File: src/lanemix_pkg.sv
// lane mixer shared types

package lanemix_pkg;

	// stream word
	localparam int data_w = 32;
	localparam int quarter_w = data_w / 4; // rotate step

	typedef logic [data_w-1:0] data_t;

	// datapath shape
	localparam int lanes = 5;  // parallel taps and lanes
	localparam int stages = 4; // transform stages per lane

	// transform stage kinds
	typedef enum logic [2:0] {
		sk_reg,  // pass through
		sk_inv,  // bitwise complement
		sk_add,  // running sum
		sk_gray, // gray encode
		sk_rot,  // quarter-word rotate by low bits
		sk_mem   // delay ring
	} stage_kind_t;

endpackage

File: src/tap_shifter.sv
// input tap shifter

`timescale 1ns/1ps

module tap_shifter (
	input  logic               clk,
	input  logic               rst,
	input  lanemix_pkg::data_t in,
	output lanemix_pkg::data_t tap0,
	output lanemix_pkg::data_t tap1,
	output lanemix_pkg::data_t tap2,
	output lanemix_pkg::data_t tap3,
	output lanemix_pkg::data_t tap4
);

	lanemix_pkg::data_t hist [lanemix_pkg::lanes]; // newest word at 0

	// word history, one position per clock
	always_ff @(posedge clk or posedge rst) begin
		if (rst) begin
			for (int i = 0; i < lanemix_pkg::lanes; i++) begin
				hist[i] <= '0;
			end
		end else begin
			hist[0] <= in;
			for (int i = 1; i < lanemix_pkg::lanes; i++) begin
				hist[i] <= hist[i-1];
			end
		end
	end

	// taps lag the history by one more cycle
	always_ff @(posedge clk or posedge rst) begin
		if (rst) begin
			tap0 <= '0;
			tap1 <= '0;
			tap2 <= '0;
			tap3 <= '0;
			tap4 <= '0;
		end else begin
			tap0 <= hist[0]; // in from 2 cycles back
			tap1 <= hist[1];
			tap2 <= hist[2];
			tap3 <= hist[3];
			tap4 <= hist[4]; // in from 6 cycles back
		end
	end

endmodule

File: src/xform_stage.sv
// registered transform stage

`timescale 1ns/1ps

module xform_stage #(
	parameter lanemix_pkg::stage_kind_t KIND = lanemix_pkg::sk_reg,
	parameter int unsigned MEM_DEPTH = 4
) (
	input  logic               clk,
	input  logic               rst,
	input  lanemix_pkg::data_t d,
	output lanemix_pkg::data_t q
);

	localparam int dw = lanemix_pkg::data_w;
	localparam int qw = lanemix_pkg::quarter_w;

	case (KIND)

		lanemix_pkg::sk_reg: begin : g_reg
			always_ff @(posedge clk or posedge rst) begin
				if (rst)
					q <= '0;
				else
					q <= d;
			end
		end

		lanemix_pkg::sk_inv: begin : g_inv
			always_ff @(posedge clk or posedge rst) begin
				if (rst)
					q <= '0;
				else
					q <= ~d;
			end
		end

		lanemix_pkg::sk_add: begin : g_add
			// output doubles as the accumulator, wraps mod 2^dw
			always_ff @(posedge clk or posedge rst) begin
				if (rst)
					q <= '0;
				else
					q <= q + d;
			end
		end

		lanemix_pkg::sk_gray: begin : g_gray
			always_ff @(posedge clk or posedge rst) begin
				if (rst)
					q <= '0;
				else
					q <= d ^ (d >> 1);
			end
		end

		lanemix_pkg::sk_rot: begin : g_rot
			lanemix_pkg::data_t rot;

			// rotate left by d[1:0] quarter words
			always_comb begin
				case (d[1:0])
					2'd0: rot = d;
					2'd1: rot = {d[dw-qw-1:0], d[dw-1:dw-qw]};
					2'd2: rot = {d[dw-2*qw-1:0], d[dw-1:dw-2*qw]};
					default: rot = {d[dw-3*qw-1:0], d[dw-1:dw-3*qw]};
				endcase
			end

			always_ff @(posedge clk or posedge rst) begin
				if (rst)
					q <= '0;
				else
					q <= rot;
			end
		end

		lanemix_pkg::sk_mem: begin : g_mem
			localparam int ptr_w = (MEM_DEPTH > 1) ? $clog2(MEM_DEPTH) : 1;

			logic [ptr_w-1:0] ptr;
			lanemix_pkg::data_t ring [MEM_DEPTH];

			// read old entry and overwrite it in the same cycle
			always_ff @(posedge clk or posedge rst) begin
				if (rst) begin
					ptr <= '0;
					q <= '0;
					for (int i = 0; i < MEM_DEPTH; i++) begin
						ring[i] <= '0;
					end
				end else begin
					q <= ring[ptr];
					ring[ptr] <= d;
					if (ptr == ptr_w'(MEM_DEPTH - 1))
						ptr <= '0; // wrap
					else
						ptr <= ptr + ptr_w'(1);
				end
			end
		end

	endcase

endmodule

File: src/lane_pipe.sv
// four-stage processing lane

`timescale 1ns/1ps

module lane_pipe #(
	parameter lanemix_pkg::stage_kind_t KIND0 = lanemix_pkg::sk_reg,
	parameter lanemix_pkg::stage_kind_t KIND1 = lanemix_pkg::sk_reg,
	parameter lanemix_pkg::stage_kind_t KIND2 = lanemix_pkg::sk_reg,
	parameter lanemix_pkg::stage_kind_t KIND3 = lanemix_pkg::sk_reg,
	parameter int unsigned MEM_DEPTH = 4
) (
	input  logic               clk,
	input  logic               rst,
	input  lanemix_pkg::data_t d,
	output lanemix_pkg::data_t q
);

	localparam lanemix_pkg::stage_kind_t kinds [lanemix_pkg::stages] = '{
		KIND0,
		KIND1,
		KIND2,
		KIND3
	};

	// link[i] feeds stage i, last entry is the lane result
	lanemix_pkg::data_t link [lanemix_pkg::stages + 1];

	assign link[0] = d;

	for (genvar i = 0; i < lanemix_pkg::stages; i++) begin : g_stage
		xform_stage #(
			.KIND      (kinds[i]),
			.MEM_DEPTH (MEM_DEPTH)
		) u_stage (
			.clk (clk),
			.rst (rst),
			.d   (link[i]),
			.q   (link[i+1])
		);
	end

	assign q = link[lanemix_pkg::stages];

endmodule

File: src/xor_fold.sv
// output xor fold

`timescale 1ns/1ps

module xor_fold (
	input  logic               clk,
	input  logic               rst,
	input  lanemix_pkg::data_t l0,
	input  lanemix_pkg::data_t l1,
	input  lanemix_pkg::data_t l2,
	input  lanemix_pkg::data_t l3,
	input  lanemix_pkg::data_t l4,
	output lanemix_pkg::data_t out
);

	lanemix_pkg::data_t mix;

	assign mix = l0 ^ l1 ^ l2 ^ l3 ^ l4;

	always_ff @(posedge clk or posedge rst) begin
		if (rst)
			out <= '0;
		else
			out <= mix; // one cycle after the lanes
	end

endmodule

File: src/lanemix_top.sv
// five-lane word mixer

`timescale 1ns/1ps

module lanemix_top #(
	parameter int unsigned MEM_DEPTH = 4
) (
	input  logic               clk,
	input  logic               rst,
	input  lanemix_pkg::data_t in,
	output lanemix_pkg::data_t out
);

	lanemix_pkg::data_t tap0, tap1, tap2, tap3, tap4;
	lanemix_pkg::data_t lane_out0, lane_out1, lane_out2, lane_out3, lane_out4;

	tap_shifter u_taps (
		.clk  (clk),
		.rst  (rst),
		.in   (in),
		.tap0 (tap0),
		.tap1 (tap1),
		.tap2 (tap2),
		.tap3 (tap3),
		.tap4 (tap4)
	);

	// lane 0: mem, add, reg, rot
	lane_pipe #(
		.KIND0     (lanemix_pkg::sk_mem),
		.KIND1     (lanemix_pkg::sk_add),
		.KIND2     (lanemix_pkg::sk_reg),
		.KIND3     (lanemix_pkg::sk_rot),
		.MEM_DEPTH (MEM_DEPTH)
	) u_lane0 (
		.clk (clk),
		.rst (rst),
		.d   (tap0),
		.q   (lane_out0)
	);

	lane_pipe #(
		.KIND0     (lanemix_pkg::sk_inv),
		.KIND1     (lanemix_pkg::sk_gray),
		.KIND2     (lanemix_pkg::sk_reg),
		.KIND3     (lanemix_pkg::sk_rot),
		.MEM_DEPTH (MEM_DEPTH)
	) u_lane1 (
		.clk (clk),
		.rst (rst),
		.d   (tap1),
		.q   (lane_out1)
	);

	// lane 2 also carries a delay ring
	lane_pipe #(
		.KIND0     (lanemix_pkg::sk_reg),
		.KIND1     (lanemix_pkg::sk_mem),
		.KIND2     (lanemix_pkg::sk_gray),
		.KIND3     (lanemix_pkg::sk_add),
		.MEM_DEPTH (MEM_DEPTH)
	) u_lane2 (
		.clk (clk),
		.rst (rst),
		.d   (tap2),
		.q   (lane_out2)
	);

	lane_pipe #(
		.KIND0     (lanemix_pkg::sk_inv),
		.KIND1     (lanemix_pkg::sk_rot),
		.KIND2     (lanemix_pkg::sk_gray),
		.KIND3     (lanemix_pkg::sk_add),
		.MEM_DEPTH (MEM_DEPTH)
	) u_lane3 (
		.clk (clk),
		.rst (rst),
		.d   (tap3),
		.q   (lane_out3)
	);

	lane_pipe #(
		.KIND0     (lanemix_pkg::sk_reg),
		.KIND1     (lanemix_pkg::sk_rot),
		.KIND2     (lanemix_pkg::sk_inv),
		.KIND3     (lanemix_pkg::sk_gray),
		.MEM_DEPTH (MEM_DEPTH)
	) u_lane4 (
		.clk (clk),
		.rst (rst),
		.d   (tap4),
		.q   (lane_out4)
	);

	xor_fold u_fold (
		.clk (clk),
		.rst (rst),
		.l0  (lane_out0),
		.l1  (lane_out1),
		.l2  (lane_out2),
		.l3  (lane_out3),
		.l4  (lane_out4),
		.out (out)
	);

endmodule

File: config.mk
export PLATFORM = sky130hd
export DESIGN_NAME = lanemix_top
export DESIGN_NICKNAME = d
export VERILOG_FILES = /design/src/lanemix_pkg.sv /design/src/tap_shifter.sv /design/src/xform_stage.sv /design/src/lane_pipe.sv /design/src/xor_fold.sv /design/src/lanemix_top.sv
export SDC_FILE = /design/constraint.sdc
export NUM_CORES = 2
export LEC_CHECK = 0
export ABC_AREA = 1
export BUFFER_PORTS_ARGS = -buffer_cell sky130_fd_sc_hd__buf_2
export CAP_MARGIN = 5
export CELL_PAD_IN_SITES_DETAIL_PLACEMENT = 0
export CELL_PAD_IN_SITES_GLOBAL_PLACEMENT = 1
export CORE_MARGIN = 1
export CORE_UTILIZATION = 45
export DETAILED_ROUTE_END_ITERATION = 8
export PLACE_DENSITY_LB_ADDON = 0.1
export SYNTH_ARGS = -nofsm -noshare
export SYNTH_HDL_FRONTEND = slang
export SYNTH_HIERARCHICAL = 1
export SYNTH_SLANG_ARGS = --single-unit
File: constraint.sdc
create_clock -name clk -period 7.6 [get_ports clk]
set_input_delay 0.38 -clock clk [delete_from_list [all_inputs] [get_ports clk]]
set_output_delay 0.38 -clock clk [all_outputs]
set_load 0.05 [all_outputs]
==> flow_summary.toml <==
[timing]
fmaxAchievable_ghz = 0.325
final_setup_viols = 0
number_of_pins_exceeding_their_max_slew_limit_in_the_final_report = 0
fin_worst_skew_ps = 76.8
final_hold_violations = 0
worst-slew-pin-transition_ps = 1150
post-route-period-util = 0.405
rsz0062_at_grt = "no"
fin_worst_hold_slack_ps = 281
slew_headroom = 0.235
final_period_minus_worst_setup_slack_ps = 3080
sum_of_negative_setup_slack_ps = 0

[setup_path]
crit_path_max_incr_delay_ps = 1040
critPathSlowestCell = "sky130_fd_sc_hd__ha_2"
timing.critical_path.cells = "buf_4, inv_2, buf_4, ha_2, o21ai_1"
kind_of_end_point_of_the_critical_path = "flip-flop"
worstRegToRegCells = 5
timing.critical_path.max_delay_family = "buffers and inverters"
timing.setup.critical_path_class = "flip-flop to flip-flop"
path_max_fanout = 68
critical_path_required_ps = 8160
timing.critical_path.buf_inv = 3
crit_path_frequent_cell = "sky130_fd_sc_hd__buf_4"
worstPathArrival_ps = 3640
timing.critical_path.from_type = "flip-flop"
timing.critical_path.depth = 5

[clocking]
hold_buffers = 33
post_cts_sizing = 0
root_buffer = "sky130_fd_sc_hd__clkbuf_16"
clock_tree_from_tritoncts = "built"
post_cts.repair.setup_buffers = 0
clock_tree.htree_level_count = 3
cts_inserted_buffers = 118
cts_buffer_depth = 3
worst_skew_pair.late_latency_ps = 740
path_clk_slew_ps = 60
cts_sinks = 1124

[global_routing]
number_of_antenna_violations_at_the_first_check_in_global_routing = 14
overflow = 0
grt_start_max_net_pins = 123
gr-usage-all-layers = 0.240
grt_pass1_vias = 33100
grt_pass1_wl_um = 203000

[logic_synthesis]
syn_nets = 5976
netlist_instances = 5838
async_reset_ff_frac = 1.00
post_synth_xor_area_fraction = 0.0141
syn_area_mm2 = 0.0499
synth-edff-count = 0
synth_seq_cells = 1124
yosys.area_share.adder = 0.0265
seq_area_frac_synth = 0.564
muxShareOfSynthArea = 0
synthSimpleGateAreaFrac = 0.245
synthFlopType = "sky130_fd_sc_hd__dfrtp_1"
dominant_cells_by_area_after_synthesis = "sky130_fd_sc_hd__dfrtp_1 56%, sky130_fd_sc_hd__nand2_1 15%, sky130_fd_sc_hd__inv_1 7.1%"
syn-mean-instance-area_um2 = 8.54
synthesized_area_fraction_occupied_by_ao_oa_aoi_and_oai_cells = 0.0345
synthDominantCellAreaShare = 0.564
warnings_synthesis = 6
synth_top_cell_by_area = "sky130_fd_sc_hd__dfrtp_1"
combinational_family_with_the_most_area_after_synthesis = "simple AND/OR/NAND/NOR gates"
synth.distinct_cells = 29

[cells_and_area]
final_net_count = 5940
layout-drive-gt1-share = 0.0755
most_frequent_cells_in_the_layout = "2002 x sky130_fd_sc_hd__nand2_1, 1122 x sky130_fd_sc_hd__dfrtp_1, 939 x sky130_fd_sc_hd__inv_1"
flow.area_growth_from_synthesis_pct = 9.66
final_common_cell = "sky130_fd_sc_hd__nand2_1"

[die]
floorplan.initialDensity = 0.456
core_mm2 = 0.109
fp.dieH_um = 335
fp.dieW_um = 335
placement_rows = 121
ios = 66
die_area_mm2 = 0.112

[drt]
detail_route.drc_violations = 0
iter_0_drt_violations = 3033
final_antenna_net_count = 0
viasPerCell = 4.76
drt_wl_total_um = 131000
wl_per_cell_um = 17.8
detailedRoute.firstPassIterationCount = 6
num_vias = 35100

[placement]
place.port_buffers = 65
place_congestion = 0.866
hpwlAfterDp_um = 97300

[worst_hold_path]
hold_path_class = "primary input to flip-flop"
min_delay_path_depth = 2

[pwr]
irDropWorstVdd_v = 0.000220
power.static_leakage_nw = 29.3
total_power_divided_by_cell_area_mw_per_mm2 = 349

[job]
cap_violations = 0

[status]
run_status = "finished, final reports clean"
[power by group]
group / total (mW) / leakage (nW) / internal (mW) / switching (mW)
clock: 5.81 / 1.95 / 3.35 / 2.46
sequential: 7.83 / 13.2 / 6.89 / 0.942
combinational: 5.47 / 14.1 / 1.73 / 3.74
[sequential cells by signal (all words and copies together), names as in the netlist, 128 cells and up]
register	cells
u_lane3/g_stage.u_stage/q	128
u_lane0/g_stage.u_stage/g_mem.ring	128
u_lane2/g_stage.u_stage/g_mem.ring	128
u_lane4/g_stage.u_stage/q	128
u_lane2/g_stage.u_stage/q	128
u_lane0/g_stage.u_stage/q	128
u_lane1/g_stage.u_stage/q	128
[layout make-up]
| cell class | instances | area, um^2 |
|---|---|---|
| timing repair buffer | 142 | 1010 |
| multi-input combinational | 3434 | 16000 |
| inverter | 982 | 3700 |
| clock buffer | 164 | 3370 |
| fill | 10500 | 54600 |
| clock inverter | 50 | 639 |
| tap | 1476 | 1850 |
| antenna | 1 | 2.50 |
| sequential | 1124 | 28100 |
[kinds of logic after synthesis]
| logic type | count (synthesis) |
|---|---|
| and+or+nand+nor | 2913 |
| buffers and inverters | 1280 |
| DFF | 1124 |
| AOI/OAI and AO/OA | 337 |
| adders and majority gates | 104 |
| xor gates and xnor gates | 80 |
[final timing paths]
| kind | startpoint | endpoint | slack, ps |
|---|---|---|---|
| setup / recovery | u_lane2/g_stage[1].u_stage/g_mem.ptr[0] | u_lane2/g_stage[1].u_stage/g_mem.ring[41] | 4520 |
| hold / removal | in[5] | u_taps/hist[133] | 280 |
| setup reg to reg | u_lane2/g_stage[1].u_stage/g_mem.ptr[0] | u_lane2/g_stage[1].u_stage/g_mem.ring[41] | 4520 |
| hold reg to reg | u_taps/tap4[22] | u_lane4/g_stage[0].u_stage/q[22] | 330 |
| max in group asynchronous | rst | u_lane0/g_stage[0].u_stage/g_mem.ring[9] | 5290 |
| min in group asynchronous | rst | u_lane1/g_stage[1].u_stage/q[12] | 420 |
[worst reg2reg max path: stages, from the launching register on]
cell	delay (ps)
sky130_fd_sc_hd__dfrtp_2	380
sky130_fd_sc_hd__buf_4	340
sky130_fd_sc_hd__inv_2	490
sky130_fd_sc_hd__buf_4	470
sky130_fd_sc_hd__ha_2	1040
sky130_fd_sc_hd__o21ai_1	190
[per-layer routing]
metal	wire length [um]	vias up	GRT usage
met5	14	-	0
met4	2590	2	0.0587
met2	57200	695	0.355
li1	-	17700	-
met1	65700	16600	0.371
met3	5900	131	0.0306
[cells in the mapped netlist (6+ instances only)]
| cell type | n |
|---|---|
| sky130_fd_sc_hd__buf_4 | 154 |
| sky130_fd_sc_hd__inv_2 | 40 |
| sky130_fd_sc_hd__nand2_2 | 73 |
| sky130_fd_sc_hd__buf_6 | 34 |
| sky130_fd_sc_hd__nor3_1 | 13 |
| sky130_fd_sc_hd__nand3_1 | 573 |
| sky130_fd_sc_hd__nand3_2 | 6 |
| sky130_fd_sc_hd__nand4_1 | 107 |
| sky130_fd_sc_hd__dfrtp_1 | 1124 |
| sky130_fd_sc_hd__a21oi_1 | 59 |
| sky130_fd_sc_hd__buf_2 | 106 |
| sky130_fd_sc_hd__inv_1 | 942 |
| sky130_fd_sc_hd__ha_1 | 101 |
| sky130_fd_sc_hd__o21bai_1 | 6 |
| sky130_fd_sc_hd__nor2_1 | 124 |
| sky130_fd_sc_hd__xor2_1 | 76 |
| sky130_fd_sc_hd__nand2_1 | 2002 |
| sky130_fd_sc_hd__o21ai_1 | 264 |
[per-stage QoR]
stage          instance area (um^2)  worst slack, ps  cells  power [mW]  utilization
6_report                      54700             4520   7373        19.1        0.500
2_1_floorplan                 49900             1990   5838        11.6            -
5_1_grt                       54700             4220   7372        20.4        0.500
4_1_cts                       54700             4450   7371        19.3        0.500
3_5_place_dp                  50300             4460   7124        13.4        0.460
3_3_place_gp                  50300             4530   7124        13.4        0.460
(Power assumes the default switching activity.)
